## src/logic/cpu_pkg.sv

```systemverilog
`default_nettype none

package cpu_pkg;

    localparam int XLEN       = 32;
    localparam int REG_ADDR_W = 5;

    localparam logic [XLEN-1:0] RESET_PC = 32'h0000_0000;
    localparam logic [XLEN-1:0] NOP_INSN = 32'h0000_0013;  // addi x0, x0, 0

    localparam logic [6:0] OPC_OP     = 7'b0110011;
    localparam logic [6:0] OPC_OP_IMM = 7'b0010011;
    localparam logic [6:0] OPC_LUI    = 7'b0110111;
    localparam logic [6:0] OPC_LOAD   = 7'b0000011;
    localparam logic [6:0] OPC_STORE  = 7'b0100011;
    localparam logic [6:0] OPC_BRANCH = 7'b1100011;
    localparam logic [6:0] OPC_JAL    = 7'b1101111;
    localparam logic [6:0] OPC_JALR   = 7'b1100111;

    typedef enum logic [3:0] {
        ALU_ADD, ALU_SUB, ALU_AND, ALU_OR, ALU_XOR, ALU_SLT, ALU_SLL, ALU_SRL, ALU_PASS_B
    } alu_op_t;

    typedef enum logic [1:0] {WB_ALU, WB_PC4, WB_MEM} wb_sel_t;

    typedef enum logic [1:0] {BR_NONE, BR_EQ, BR_NE, BR_LT} br_type_t;

    // Operand source in execute
    typedef enum logic [1:0] {FWD_NONE, FWD_MEM, FWD_WB} fwd_sel_t;

    typedef struct packed {
        logic     rf_we;
        logic     mem_we;
        logic     mem_re;
        logic     alu_src1_pc;
        logic     alu_src2_imm;
        alu_op_t  alu_op;
        wb_sel_t  wb_sel;
        br_type_t br_type;
        logic     jal;
        logic     jalr;
    } ctrl_t;

    localparam ctrl_t CTRL_BUBBLE = '0;  // No writes, no transfer

    typedef struct packed {
        logic [XLEN-1:0] pc;
        logic [XLEN-1:0] pc_plus4;
        logic [XLEN-1:0] insn;
    } if_id_t;

    typedef struct packed {
        logic [XLEN-1:0]       pc;
        logic [XLEN-1:0]       pc_plus4;
        logic [XLEN-1:0]       rs1_data;
        logic [XLEN-1:0]       rs2_data;
        logic [XLEN-1:0]       imm;
        logic [REG_ADDR_W-1:0] rs1;
        logic [REG_ADDR_W-1:0] rs2;
        logic [REG_ADDR_W-1:0] rd;
        ctrl_t                 ctrl;
    } id_ex_t;

    typedef struct packed {
        logic [XLEN-1:0]       pc_plus4;
        logic [XLEN-1:0]       alu;
        logic [XLEN-1:0]       store_data;
        logic [REG_ADDR_W-1:0] rd;
        logic                  rf_we;
        logic                  mem_we;
        logic                  mem_re;
        wb_sel_t               wb_sel;
    } ex_mem_t;

    typedef struct packed {
        logic [XLEN-1:0]       pc_plus4;
        logic [XLEN-1:0]       alu;
        logic [XLEN-1:0]       load_data;
        logic [REG_ADDR_W-1:0] rd;
        logic                  rf_we;
        wb_sel_t               wb_sel;
    } mem_wb_t;

endpackage

`default_nettype wire

```

## src/logic/stage_reg.sv

```systemverilog
`timescale 1ns/1ps
`default_nettype none

module stage_reg #(
    parameter type payload_t = logic
) (
    input  logic     clk,
    input  logic     reset,
    input  logic     stall,
    input  logic     flush,
    input  payload_t bubble,
    input  payload_t d,
    output payload_t q
);

    // Flush wins over stall
    always_ff @(posedge clk) begin
        if (reset || flush) begin
            q <= bubble;
        end else if (!stall) begin
            q <= d;
        end
    end

endmodule

`default_nettype wire

```

## src/logic/decoder.sv

```systemverilog
`timescale 1ns/1ps
`default_nettype none

module decoder import cpu_pkg::*; (
    input  logic [XLEN-1:0] insn,
    output ctrl_t           ctrl,
    output logic [XLEN-1:0] imm
);

    logic [6:0]      opcode;
    logic [2:0]      funct3;
    logic [6:0]      funct7;
    logic [XLEN-1:0] imm_i;
    logic [XLEN-1:0] imm_s;
    logic [XLEN-1:0] imm_b;
    logic [XLEN-1:0] imm_u;
    logic [XLEN-1:0] imm_j;

    assign opcode = insn[6:0];
    assign funct3 = insn[14:12];
    assign funct7 = insn[31:25];

    assign imm_i = {{20{insn[31]}}, insn[31:20]};
    assign imm_s = {{20{insn[31]}}, insn[31:25], insn[11:7]};
    assign imm_b = {{19{insn[31]}}, insn[31], insn[7], insn[30:25], insn[11:8], 1'b0};
    assign imm_u = {insn[31:12], 12'b0};
    assign imm_j = {{11{insn[31]}}, insn[31], insn[19:12], insn[20], insn[30:21], 1'b0};

    always_comb begin
        ctrl = CTRL_BUBBLE;
        imm  = '0;
        case (opcode)
            OPC_OP: begin
                ctrl.rf_we = 1'b1;
                case (funct3)
                    3'b000:  ctrl.alu_op = funct7[5] ? ALU_SUB : ALU_ADD;
                    3'b001:  ctrl.alu_op = ALU_SLL;
                    3'b010:  ctrl.alu_op = ALU_SLT;
                    3'b100:  ctrl.alu_op = ALU_XOR;
                    3'b101:  ctrl.alu_op = ALU_SRL;
                    3'b110:  ctrl.alu_op = ALU_OR;
                    3'b111:  ctrl.alu_op = ALU_AND;
                    default: ctrl = CTRL_BUBBLE;   // sltu
                endcase
                // Only sub may set funct7, so sra falls out here
                if (funct7 != 7'b0 && !(funct7 == 7'b0100000 && funct3 == 3'b000)) begin
                    ctrl = CTRL_BUBBLE;
                end
            end
            OPC_OP_IMM: begin
                ctrl.rf_we        = 1'b1;
                ctrl.alu_src2_imm = 1'b1;
                imm               = imm_i;
                case (funct3)
                    3'b000:  ctrl.alu_op = ALU_ADD;
                    3'b001:  ctrl.alu_op = ALU_SLL;
                    3'b100:  ctrl.alu_op = ALU_XOR;
                    3'b101:  ctrl.alu_op = ALU_SRL;
                    3'b110:  ctrl.alu_op = ALU_OR;
                    3'b111:  ctrl.alu_op = ALU_AND;
                    default: ctrl = CTRL_BUBBLE;   // slti, sltiu
                endcase
                if (funct3[1:0] == 2'b01 && funct7 != 7'b0) begin
                    ctrl = CTRL_BUBBLE;  // srai
                end
            end
            OPC_LUI: begin
                ctrl.rf_we        = 1'b1;
                ctrl.alu_src1_pc  = 1'b1;  // Marks rs1 as unused
                ctrl.alu_src2_imm = 1'b1;
                ctrl.alu_op       = ALU_PASS_B;
                imm               = imm_u;
            end
            OPC_LOAD: begin
                if (funct3 == 3'b010) begin
                    ctrl.rf_we        = 1'b1;
                    ctrl.mem_re       = 1'b1;
                    ctrl.alu_src2_imm = 1'b1;
                    ctrl.wb_sel       = WB_MEM;
                    imm               = imm_i;
                end
            end
            OPC_STORE: begin
                if (funct3 == 3'b010) begin
                    ctrl.mem_we       = 1'b1;
                    ctrl.alu_src2_imm = 1'b1;
                    imm               = imm_s;
                end
            end
            OPC_BRANCH: begin
                ctrl.alu_src1_pc  = 1'b1;  // ALU forms the target
                ctrl.alu_src2_imm = 1'b1;
                imm               = imm_b;
                case (funct3)
                    3'b000:  ctrl.br_type = BR_EQ;
                    3'b001:  ctrl.br_type = BR_NE;
                    3'b100:  ctrl.br_type = BR_LT;
                    default: ctrl = CTRL_BUBBLE;
                endcase
            end
            OPC_JAL: begin
                ctrl.rf_we        = 1'b1;
                ctrl.jal          = 1'b1;
                ctrl.alu_src1_pc  = 1'b1;
                ctrl.alu_src2_imm = 1'b1;
                ctrl.wb_sel       = WB_PC4;
                imm               = imm_j;
            end
            OPC_JALR: begin
                if (funct3 == 3'b000) begin
                    ctrl.rf_we        = 1'b1;
                    ctrl.jalr         = 1'b1;
                    ctrl.alu_src2_imm = 1'b1;
                    ctrl.wb_sel       = WB_PC4;
                    imm               = imm_i;
                end
            end
            default: ;
        endcase
    end

endmodule

`default_nettype wire

```

## src/logic/register_file.sv

```systemverilog
`timescale 1ns/1ps
`default_nettype none

module register_file import cpu_pkg::*; (
    input  logic                  clk,
    input  logic                  reset,
    input  logic [REG_ADDR_W-1:0] rs1_addr,
    input  logic [REG_ADDR_W-1:0] rs2_addr,
    input  logic [REG_ADDR_W-1:0] rd_addr,
    input  logic                  rd_we,
    input  logic [XLEN-1:0]       rd_data,
    output logic [XLEN-1:0]       rs1_data,
    output logic [XLEN-1:0]       rs2_data,
    input  logic [REG_ADDR_W-1:0] debug_addr,
    output logic [XLEN-1:0]       debug_data
);

    logic [XLEN-1:0] regs [32];

    // Write-first read, x0 reads zero
    function automatic logic [XLEN-1:0] read_port(input logic [REG_ADDR_W-1:0] addr);
        if (addr == '0) begin
            return '0;
        end
        if (rd_we && rd_addr == addr) begin
            return rd_data;
        end
        return regs[addr];
    endfunction

    always_ff @(posedge clk) begin
        if (reset) begin
            for (int i = 0; i < 32; i++) begin
                regs[i] <= '0;
            end
        end else if (rd_we && rd_addr != '0) begin
            regs[rd_addr] <= rd_data;
        end
    end

    assign rs1_data   = read_port(rs1_addr);
    assign rs2_data   = read_port(rs2_addr);
    assign debug_data = regs[debug_addr];  // x0 is never written

endmodule

`default_nettype wire

```

## src/logic/hazard_unit.sv

```systemverilog
`timescale 1ns/1ps
`default_nettype none

module hazard_unit import cpu_pkg::*; (
    input  logic [REG_ADDR_W-1:0] ex_rs1,
    input  logic [REG_ADDR_W-1:0] ex_rs2,
    input  logic                  ex_rs1_used,
    input  logic                  ex_rs2_used,
    input  logic [REG_ADDR_W-1:0] ex_rd,
    input  logic                  ex_is_load,
    input  logic [REG_ADDR_W-1:0] mem_rd,
    input  logic                  mem_rf_we,
    input  logic                  mem_is_load,
    input  logic [REG_ADDR_W-1:0] wb_rd,
    input  logic                  wb_rf_we,
    input  logic [REG_ADDR_W-1:0] id_rs1,
    input  logic [REG_ADDR_W-1:0] id_rs2,
    input  logic                  redirect,
    output fwd_sel_t              fwd1_sel,
    output fwd_sel_t              fwd2_sel,
    output logic                  pc_stall,
    output logic                  if_id_stall,
    output logic                  if_id_flush,
    output logic                  id_ex_flush
);

    logic load_use;

    // Younger result wins
    function automatic fwd_sel_t pick(input logic [REG_ADDR_W-1:0] rs, input logic used);
        if (!used || rs == '0) begin
            return FWD_NONE;
        end
        if (mem_rf_we && !mem_is_load && mem_rd == rs) begin
            return FWD_MEM;  // Load data not ready here
        end
        if (wb_rf_we && wb_rd == rs) begin
            return FWD_WB;
        end
        return FWD_NONE;
    endfunction

    assign fwd1_sel = pick(ex_rs1, ex_rs1_used);
    assign fwd2_sel = pick(ex_rs2, ex_rs2_used);

    assign load_use = ex_is_load && ex_rd != '0 && (ex_rd == id_rs1 || ex_rd == id_rs2);

    assign pc_stall    = load_use && !redirect;
    assign if_id_stall = load_use && !redirect;
    assign if_id_flush = redirect;
    assign id_ex_flush = redirect || load_use;  // Bubble behind the load

endmodule

`default_nettype wire

```

## src/logic/execute.sv

```systemverilog
`timescale 1ns/1ps
`default_nettype none

module execute import cpu_pkg::*; (
    input  id_ex_t          id_ex,
    input  fwd_sel_t        fwd1_sel,
    input  fwd_sel_t        fwd2_sel,
    input  logic [XLEN-1:0] mem_fwd_data,
    input  logic [XLEN-1:0] wb_fwd_data,
    output logic [XLEN-1:0] alu_result,
    output logic [XLEN-1:0] store_data,
    output logic            redirect,
    output logic [XLEN-1:0] redirect_pc
);

    logic [XLEN-1:0] op1;
    logic [XLEN-1:0] op2;
    logic [XLEN-1:0] src1;
    logic [XLEN-1:0] src2;
    logic            taken;

    assign op1 = (fwd1_sel == FWD_MEM) ? mem_fwd_data :
                 (fwd1_sel == FWD_WB)  ? wb_fwd_data  : id_ex.rs1_data;
    assign op2 = (fwd2_sel == FWD_MEM) ? mem_fwd_data :
                 (fwd2_sel == FWD_WB)  ? wb_fwd_data  : id_ex.rs2_data;

    assign src1 = id_ex.ctrl.alu_src1_pc  ? id_ex.pc  : op1;
    assign src2 = id_ex.ctrl.alu_src2_imm ? id_ex.imm : op2;

    always_comb begin
        case (id_ex.ctrl.alu_op)
            ALU_SUB:    alu_result = src1 - src2;
            ALU_AND:    alu_result = src1 & src2;
            ALU_OR:     alu_result = src1 | src2;
            ALU_XOR:    alu_result = src1 ^ src2;
            ALU_SLT:    alu_result = {{(XLEN-1){1'b0}}, $signed(src1) < $signed(src2)};
            ALU_SLL:    alu_result = src1 << src2[4:0];
            ALU_SRL:    alu_result = src1 >> src2[4:0];
            ALU_PASS_B: alu_result = src2;
            default:    alu_result = src1 + src2;
        endcase
    end

    // Compare uses forwarded registers, not ALU inputs
    always_comb begin
        case (id_ex.ctrl.br_type)
            BR_EQ:   taken = op1 == op2;
            BR_NE:   taken = op1 != op2;
            BR_LT:   taken = $signed(op1) < $signed(op2);
            default: taken = 1'b0;
        endcase
    end

    assign store_data  = op2;
    assign redirect    = taken || id_ex.ctrl.jal || id_ex.ctrl.jalr;
    // Target is pc+imm or rs1+imm
    assign redirect_pc = id_ex.ctrl.jalr ? {alu_result[XLEN-1:1], 1'b0} : alu_result;

endmodule

`default_nettype wire

```

## src/logic/cpu_top.sv

```systemverilog
`timescale 1ns/1ps
`default_nettype none

module cpu_top import cpu_pkg::*; (
    input  logic                  clk,
    input  logic                  reset,
    output logic [XLEN-1:0]       im_addr,
    input  logic [XLEN-1:0]       im_dout,
    output logic [XLEN-1:0]       mem_addr,
    output logic                  mem_we,
    output logic [XLEN-1:0]       mem_din,
    input  logic [XLEN-1:0]       mem_dout,
    output logic [XLEN-1:0]       current_pc,
    input  logic [REG_ADDR_W-1:0] debug_addr,
    output logic [XLEN-1:0]       debug_data
);

    logic [XLEN-1:0] pc;
    logic [XLEN-1:0] pc_plus4;

    if_id_t  if_id_d;
    if_id_t  if_id_q;
    id_ex_t  id_ex_d;
    id_ex_t  id_ex_q;
    ex_mem_t ex_mem_d;
    ex_mem_t ex_mem_q;
    mem_wb_t mem_wb_d;
    mem_wb_t mem_wb_q;

    ctrl_t           id_ctrl;
    logic [XLEN-1:0] id_imm;
    logic [XLEN-1:0] id_rs1_data;
    logic [XLEN-1:0] id_rs2_data;

    fwd_sel_t        fwd1_sel;
    fwd_sel_t        fwd2_sel;
    logic [XLEN-1:0] mem_fwd_data;
    logic [XLEN-1:0] wb_data;
    logic [XLEN-1:0] ex_alu_result;
    logic [XLEN-1:0] ex_store_data;
    logic            redirect;
    logic [XLEN-1:0] redirect_pc;
    logic            ex_rs1_used;
    logic            ex_rs2_used;

    logic pc_stall;
    logic if_id_stall;
    logic if_id_flush;
    logic id_ex_flush;

    // Fetch
    assign pc_plus4 = pc + 32'd4;

    always_ff @(posedge clk) begin
        if (reset) begin
            pc <= RESET_PC;
        end else if (!pc_stall) begin
            pc <= redirect ? redirect_pc : pc_plus4;
        end
    end

    assign im_addr    = pc;
    assign current_pc = pc;
    assign if_id_d    = '{pc: pc, pc_plus4: pc_plus4, insn: im_dout};

    stage_reg #(.payload_t(if_id_t)) if_id_reg (
        .clk    (clk),
        .reset  (reset),
        .stall  (if_id_stall),
        .flush  (if_id_flush),
        .bubble ('{pc: '0, pc_plus4: '0, insn: NOP_INSN}),
        .d      (if_id_d),
        .q      (if_id_q)
    );

    // Decode
    decoder decoder_i (
        .insn (if_id_q.insn),
        .ctrl (id_ctrl),
        .imm  (id_imm)
    );

    register_file register_file_i (
        .clk        (clk),
        .reset      (reset),
        .rs1_addr   (if_id_q.insn[19:15]),
        .rs2_addr   (if_id_q.insn[24:20]),
        .rd_addr    (mem_wb_q.rd),
        .rd_we      (mem_wb_q.rf_we),
        .rd_data    (wb_data),
        .rs1_data   (id_rs1_data),
        .rs2_data   (id_rs2_data),
        .debug_addr (debug_addr),
        .debug_data (debug_data)
    );

    assign id_ex_d = '{
        pc:       if_id_q.pc,
        pc_plus4: if_id_q.pc_plus4,
        rs1_data: id_rs1_data,
        rs2_data: id_rs2_data,
        imm:      id_imm,
        rs1:      if_id_q.insn[19:15],
        rs2:      if_id_q.insn[24:20],
        rd:       if_id_q.insn[11:7],
        ctrl:     id_ctrl
    };

    stage_reg #(.payload_t(id_ex_t)) id_ex_reg (
        .clk    (clk),
        .reset  (reset),
        .stall  (1'b0),
        .flush  (id_ex_flush),
        .bubble ('0),
        .d      (id_ex_d),
        .q      (id_ex_q)
    );

    // Execute
    assign ex_rs1_used = !id_ex_q.ctrl.alu_src1_pc || id_ex_q.ctrl.br_type != BR_NONE;
    assign ex_rs2_used = !id_ex_q.ctrl.alu_src2_imm || id_ex_q.ctrl.mem_we
                         || id_ex_q.ctrl.br_type != BR_NONE;

    execute execute_i (
        .id_ex        (id_ex_q),
        .fwd1_sel     (fwd1_sel),
        .fwd2_sel     (fwd2_sel),
        .mem_fwd_data (mem_fwd_data),
        .wb_fwd_data  (wb_data),
        .alu_result   (ex_alu_result),
        .store_data   (ex_store_data),
        .redirect     (redirect),
        .redirect_pc  (redirect_pc)
    );

    hazard_unit hazard_unit_i (
        .ex_rs1      (id_ex_q.rs1),
        .ex_rs2      (id_ex_q.rs2),
        .ex_rs1_used (ex_rs1_used),
        .ex_rs2_used (ex_rs2_used),
        .ex_rd       (id_ex_q.rd),
        .ex_is_load  (id_ex_q.ctrl.mem_re),
        .mem_rd      (ex_mem_q.rd),
        .mem_rf_we   (ex_mem_q.rf_we),
        .mem_is_load (ex_mem_q.mem_re),
        .wb_rd       (mem_wb_q.rd),
        .wb_rf_we    (mem_wb_q.rf_we),
        .id_rs1      (if_id_q.insn[19:15]),
        .id_rs2      (if_id_q.insn[24:20]),
        .redirect    (redirect),
        .fwd1_sel    (fwd1_sel),
        .fwd2_sel    (fwd2_sel),
        .pc_stall    (pc_stall),
        .if_id_stall (if_id_stall),
        .if_id_flush (if_id_flush),
        .id_ex_flush (id_ex_flush)
    );

    assign ex_mem_d = '{
        pc_plus4:   id_ex_q.pc_plus4,
        alu:        ex_alu_result,
        store_data: ex_store_data,
        rd:         id_ex_q.rd,
        rf_we:      id_ex_q.ctrl.rf_we,
        mem_we:     id_ex_q.ctrl.mem_we,
        mem_re:     id_ex_q.ctrl.mem_re,
        wb_sel:     id_ex_q.ctrl.wb_sel
    };

    stage_reg #(.payload_t(ex_mem_t)) ex_mem_reg (
        .clk    (clk),
        .reset  (reset),
        .stall  (1'b0),
        .flush  (1'b0),
        .bubble ('0),
        .d      (ex_mem_d),
        .q      (ex_mem_q)
    );

    // Memory
    assign mem_addr     = ex_mem_q.alu;
    assign mem_din      = ex_mem_q.store_data;
    assign mem_we       = ex_mem_q.mem_we;
    assign mem_fwd_data = (ex_mem_q.wb_sel == WB_PC4) ? ex_mem_q.pc_plus4 : ex_mem_q.alu;

    assign mem_wb_d = '{
        pc_plus4:  ex_mem_q.pc_plus4,
        alu:       ex_mem_q.alu,
        load_data: mem_dout,
        rd:        ex_mem_q.rd,
        rf_we:     ex_mem_q.rf_we,
        wb_sel:    ex_mem_q.wb_sel
    };

    stage_reg #(.payload_t(mem_wb_t)) mem_wb_reg (
        .clk    (clk),
        .reset  (reset),
        .stall  (1'b0),
        .flush  (1'b0),
        .bubble ('0),
        .d      (mem_wb_d),
        .q      (mem_wb_q)
    );

    // Writeback
    always_comb begin
        case (mem_wb_q.wb_sel)
            WB_PC4:  wb_data = mem_wb_q.pc_plus4;
            WB_MEM:  wb_data = mem_wb_q.load_data;
            default: wb_data = mem_wb_q.alu;
        endcase
    end

endmodule

`default_nettype wire

```

## config.mk

```make
export PLATFORM = sky130hd
export DESIGN_NAME = cpu_top
export DESIGN_NICKNAME = d
export VERILOG_FILES = /design/src/logic/cpu_pkg.sv /design/src/logic/stage_reg.sv /design/src/logic/decoder.sv /design/src/logic/register_file.sv /design/src/logic/hazard_unit.sv /design/src/logic/execute.sv /design/src/logic/cpu_top.sv
export SDC_FILE = /design/constraint.sdc
export NUM_CORES = 2
export LEC_CHECK = 0
export ABC_CLOCK_PERIOD_IN_PS = 10080
export BUFFER_PORTS_ARGS = -buffer_cell sky130_fd_sc_hd__buf_2
export CELL_PAD_IN_SITES_DETAIL_PLACEMENT = 1
export CELL_PAD_IN_SITES_GLOBAL_PLACEMENT = 1
export CORE_ASPECT_RATIO = 2
export CORE_MARGIN = 4
export CORE_UTILIZATION = 40
export DETAILED_ROUTE_END_ITERATION = 8
export PLACE_DENSITY_LB_ADDON = 0.1
export SLEW_MARGIN = 0
export SYNTH_ARGS = -nofsm -noshare
export SYNTH_HDL_FRONTEND = slang
export SYNTH_SLANG_ARGS = --single-unit
```

## constraint.sdc

```tcl
create_clock -name clk -period 10.08 [get_ports clk]
set_input_delay 0 -clock clk [delete_from_list [all_inputs] [get_ports clk]]
set_output_delay 0 -clock clk [all_outputs]
set_load 0.005 [all_outputs]
```

# Word-level counts from Yosys, hierarchy flattened
# Memories as Yosys holds them, arrays and structs flattened. A register that Yosys moved wholly into a read port is not among the register bits.
# Cells that the tools add are included.
# word_totals
latch_bits	0
output_inout_bits	161
romBits	0
register_bits	528
ram_bits	1024
in_bits	71
n_memories	1
# mem_list
memory	depth	word_bits	rd	rd_ports_with_merged_regs	write_ports	line_no	text
register_file_i.regs	32	32	3	2	32	register_file.sv:18	logic [XLEN-1:0] regs [32];
# classes
n_mux	89
n_shift	2
mul	0
reduce_logical	47
eq_ne	44
div_mod_pow	0
add_sub_neg	3
n_lt_le_gt_ge	2
bitwise_logic	3
# op_table
operator	n
32-bit two-way mux	20
32-bit case mux with 8 select lines	1
32-bit case mux with 7 select lines	1
32-bit < comparator	2
32-bit case mux with 2 select lines	1
5-bit equality test	8
5-bit two-way mux	7
32-bit by 3-bit adder with 32-bit output, second input constant	1
32-bit adder	1
32-bit bitwise AND	1
32-bit equality test	1
32-bit inequality test	1
32-bit bitwise OR	1
32-bit OR reduction	1
32-bit by 5-bit << shifter with 32-bit output	1
32-bit by 5-bit >> shifter with 32-bit output	1
32-bit subtractor	1
32-bit XOR	1
15-bit two-way mux	2
1-bit two-way mux	29
7-bit by 6-bit equality test with 1-bit output, second input constant	4
4-bit case mux with 7 select lines	1
2-bit two-way mux	13
7-bit equality test, second input constant	3
other kinds (31)	87

# Depth between registers and ports, before layout
# depth
depth_word	23
depth_mapped	27

# Modules after synthesis
# From an unflattened synthesis, not the netlist that was laid out.
# unflattened
cells_unflattened	7661
hier_area_um2	100662.8
# by_module_without_submodules
mod	instances	cells_per_inst	area_per_inst_um2
register_file	1	4080	62130.8
execute	1	1850	12408.2
stage_reg (id_ex_reg)	1	403	8136.6
stage_reg (mem_wb_reg)	1	221	4604.4
stage_reg (ex_mem_reg)	1	225	4468.0
stage_reg (if_id_reg)	1	204	4053.9
cpu_top	1	503	3590.9
decoder	1	116	829.5
hazard_unit	1	59	440.4

# Least setup slack after synthesis
# OpenSTA, ideal clock, no wires.
# synth_path
path_kind	flip-flop to flip-flop
from	register mem_wb_reg.q[0] (netlist name)
to	register pc[0], in the netlist current_pc[0]
slack_ps	4429
path_buffers	6
stages_incl_launch_ff	26
arrival_ps	5533
required_time_ps	9963
path_cell_list	dfxtp_1 > inv_1 > ha_1 > clkbuf_1 > inv_1 > clkbuf_1 > o21ai_1 > nand4_1 > o2111ai_1 > and2_1 > clkbuf_1 > clkbuf_1 > clkbuf_1 > ha_1 > clkbuf_1 > nor2b_1 > o211ai_1 > a21oi_1 > a311o_1 > a21bo_2 > a21oi_1 > o41a_1 > o221ai_1 > a21oi_1 > or4_1 > a32o_1
# synth_via
elab_chain_cells	10
word_cells_on_any_way	28
classes_between	add/sub (2); order compare (2); eq/ne (4); shift (2); mux (11); bitwise (3); reduce/logical (4)
# synth_rtl
item	line_no	text
from (decl)	stage_reg.sv:13	output payload_t q
from (signal assigned)	stage_reg.sv:19	q <= bubble;
2-bit equality test / 2-bit by 1-bit equality test with 1-bit output (equally long branches)	cpu_top.sv:207	case (mem_wb_q.wb_sel)
32-bit case mux with 2 select lines (*)	cpu_top.sv:207	
parallel branches: the longest is 8 deep, another holds 32-bit adder	--	
to (signal assigned)	cpu_top.sv:58	pc <= redirect ? redirect_pc : pc_plus4;
to (decl)	cpu_top.sv:18	logic [XLEN-1:0] pc;
# Every way passes the cells marked *.
# A chain may end at the register's enable or synchronous reset.

# Final worst setup path
# layout_path
from	register mem_wb_reg.q[0] (netlist name)
to	register pc[21], in the netlist current_pc[21]
# layout_via
elab_chain_cells	10
word_cells_on_any_way	26
classes_between	add/sub (2); order compare (1); eq/ne (4); shift (2); mux (10); bitwise (3); reduce/logical (4)
# layout_rtl
item	line_no
2-bit equality test / 2-bit by 1-bit equality test with 1-bit output (equally long branches)	cpu_top.sv:207
32-bit case mux with 2 select lines (*)	cpu_top.sv:207
parallel branches: the longest is 8 deep, another holds 32-bit adder	--
# Marked as above.

==> metrics.yaml <==
status: "complete, but fails checks"
violations: "capacitance limit, slew limit"
cp-end-kind: "flip-flop"
finalWorstSetupSlack_ns: 1.18
die_area_um2: 232000
grtUsageTotal_pct: 41.1
clock.fmax_mhz: 112
cts_tree: "done"
ys_warn_count: 0
ant_nets: 0
setup_tns_ns: 0
dpl.hpwl_um: 318000
synth_adder_area_share_pct: 1.89
grt_setup_unrepaired: "false"
synthCells: 7328
route.vias.total: 70700
viasPerCell: 6.76
synth_xor_area_share_pct: 1.13
cts_setup_buffers: 0
firstDrtPassIters: 6
synth_cell_types: 99
grt_pass1_wl_um: 645000
wl_per_cell_um: 45.2
die_h_um: 677
pre_cts_ws_ns: 1.62
min-delay-start: "im_dout[29]"
drive_gt1_share_pct: 27.2
leakage_nw: 34.9
rows: 245
crit_start: "mem_wb_reg.q[0]"
r2r-start: "mem_wb_reg.q[0]"
dr.first_iter.drc_count: 7385
seq_area_frac_synth_pct: 46.3
start_util_pct: 40.2
cp_data_arrival_time_ns: 9.64
seqCellArea_um2: 41500
fin_nets: 7555
netlist_area_um2: 89500
skew_ns: 0.0866
grt_pass1_vias: 73800
multi_input_area_um2: 44900
numCtsBuffers: 163
hold_viol_final: 0
root_buffer: "clkbuf_16"
critPathKind: "flip-flop to flip-flop"
ys_ff_latch: 1558
critPathRequiredTime_ns: 10.82
period_share_pct: 88.3
synth_edf_count: 1024
fillers: 23000
grt-ovfl-total: 0
core_area_um2: 223000
synth_compound_area_share_pct: 8.57
synth_ff_type: "edfxtp_1"
final.min_clock_period_ns: 8.90
place_congestion: 1.06
crit_path_max_fanout: 35
vdd_drop_max_uv: 139
postSynthAreaPerCell_um2: 12.2
hold_path.class: "primary input to flip-flop"
htree_levels: 4
synth-simple-area-share_pct: 11.6
finalSetupViolations: 0
syn_to_final_growth_pct: 12.6
worstMarginPinSlew_ns: 1.62
synthMuxAreaShare_pct: 25.9
synth_async_sr_flop_share_pct: 0
cp-start-kind: "flip-flop"
ios: 232
clockBufferDepth: 4
synth_top_family_by_area: "multiplexers"
fp.dieW_um: 342
cts_sinks: 1558
port_buffers: 231
routed_wl_um: 473000
powerDensity_nw_per_um2: 169
grt_max_degree: 106
slew_headroom_pct: -8.59
maxCapViolations: 2
path_clk_slew_ns: 0.07
antenna_found_initial: 72
drv_slew: 3
post-route-drc-count: 0
insertion_delay_ns: 0.90
## synthesized netlist by cell type, types with 23 or more instances
library cell,count,area (um^2)
buf_1,104,390
o22ai_1,59,369
nand3_1,104,521
nor3_1,55,275
and3_1,145,907
nor4_1,25,156
o22a_1,34,298
dfxtp_1,534,10700
inv_1,103,387
nor2b_1,220,1380
xnor2_1,82,718
a221o_1,40,400
nand2_1,366,1370
and2_1,26,163
ha_1,131,1640
mux2i_1,72,721
o211ai_1,28,210
buf_4,133,998
a211oi_1,207,1550
a21o_1,28,210
o21ai_1,30,150
buf_2,50,250
a21oi_1,296,1480
clkbuf_1,553,2080
mux2_2,71,800
a221oi_1,29,254
nand2b_1,46,288
mux4_2,960,21600
nand4_1,23,144
nor2_1,1274,4780
edfxtp_1,1024,30700
a22oi_1,31,233
o21ai_0,154,771
o221ai_1,26,228
xor2_1,33,289
## sequential cells by signal (all words and copies together), names as in the netlist, named ones only
name                  flops
if_id_reg.q              94
mem_wb_reg.q            104
register_file_i.regs   1024
id_ex_reg.q             188
ex_mem_reg.q            106
current_pc               32
## metrics by stage
step                      std cells  instance area [um^2]  power, mW  utilization, %  hold slack, ns
after floorplan                7359                 89600       9.09               -           0.128
after global placement        10000                 94000       10.7            42.2           0.214
after detailed placement      10000                 94000       10.7            42.2           0.220
after CTS                     10400                100000       16.8            45.0         0.00490
after global routing          10400                101000       17.4            45.2          0.0518
final                         10500                101000       17.0            45.3          0.0512
## cells by family (layout without fill, tap and decap cells)
logic type               after synthesis  count (layout)
buffers and inverters                948            1053
adder cells (fa/ha/maj)              134             134
multiplexers                        1103            1103
flip-flops                          1558            1558
AND/OR/NAND/NOR                     2337            2337
AO/OA/AOI/OAI                       1132            1132
other                                  1              73
XOR/XNOR                             115             115
## cell usage in the layout, fill, tap and decap left out, types with 40 or more instances in the layout
cell type / netlist / final
edfxtp_1: 1024 / 1024
dlygate4sd3_1: 0 / 111
nor2b_1: 220 / 217
a21oi_1: 296 / 290
o21ai_0: 154 / 146
nand3_1: 104 / 103
mux2_2: 71 / 71
xnor2_1: 82 / 77
nor3_1: 55 / 49
clkbuf_16: 0 / 170
and3_1: 145 / 143
ha_1: 131 / 131
nand2_1: 366 / 337
diode_2: 0 / 41
a211oi_1: 207 / 203
mux2i_1: 72 / 68
nor2_1: 1274 / 1268
mux4_2: 960 / 960
o22ai_1: 59 / 52
buf_4: 133 / 300
buf_2: 50 / 226
inv_1: 103 / 103
a221o_1: 40 / 40
dfxtp_1: 534 / 522
## power breakdown
group	internal, mW	total [mW]	switching (mW)
clock	3.35	6.11	2.76
sequential	7.02	7.31	0.288
combinational	1.21	3.58	2.36
total	11.6	17.0	5.41
## layout make-up
cell class	count	area share [%]
tap	2964	3.68
antenna	41	0.102
clock buffer	206	4.40
sequential	1558	41.2
clock inverter	72	0.611
timing repair buffer	668	5.05
inverter	107	0.399
multi-input combinational	4853	44.6
## per-layer routing
layer | routed length [um] | vias to the layer above | global-route usage [%]
met3 | 37700 | 1765 | 12.9
li1 | - | 27800 | -
met1 | 144000 | 37000 | 40.1
met2 | 232000 | 4119 | 67.4
met5 | 307 | - | 0.442
met4 | 58700 | 36 | 40.3
## repair_timing
action | in CTS | in global routing
endpoints found under the hold margin | 119 | 0
hold buffers | 111 | 0
resized for setup | 0 | 0
## worst max-delay path: stages, from the launching register on
cell       delay, ns
dfxtp_1         0.35
inv_1           0.06
ha_1            0.32
inv_2           0.71
o21ai_4         0.17
buf_4           0.31
nor4_1          0.24
o31ai_1         0.13
buf_4           0.26
o21ai_0         1.00
inv_1           0.25
ha_1            0.48
inv_1           0.16
a2111oi_0       0.40
o21ai_0         0.31
a21o_1          0.29
a41oi_1         0.53
xnor2_1         0.21
o21ai_0         0.12
a221oi_1        0.90
o21ai_0         0.51
a2111oi_1       0.67
buf_4           0.23
a211oi_1        0.06
## path summary, 6_finish.rpt
path	cells after the start	slack, ns	end
setup / recovery	23	1.18	current_pc[21]
hold / removal	4	0.05	if_id_reg.q[29]
setup reg to reg	23	1.18	current_pc[21]
hold reg to reg	1	0.44	ex_mem_reg.q[91]
No activity file was read; power rests on OpenSTA's default activity.
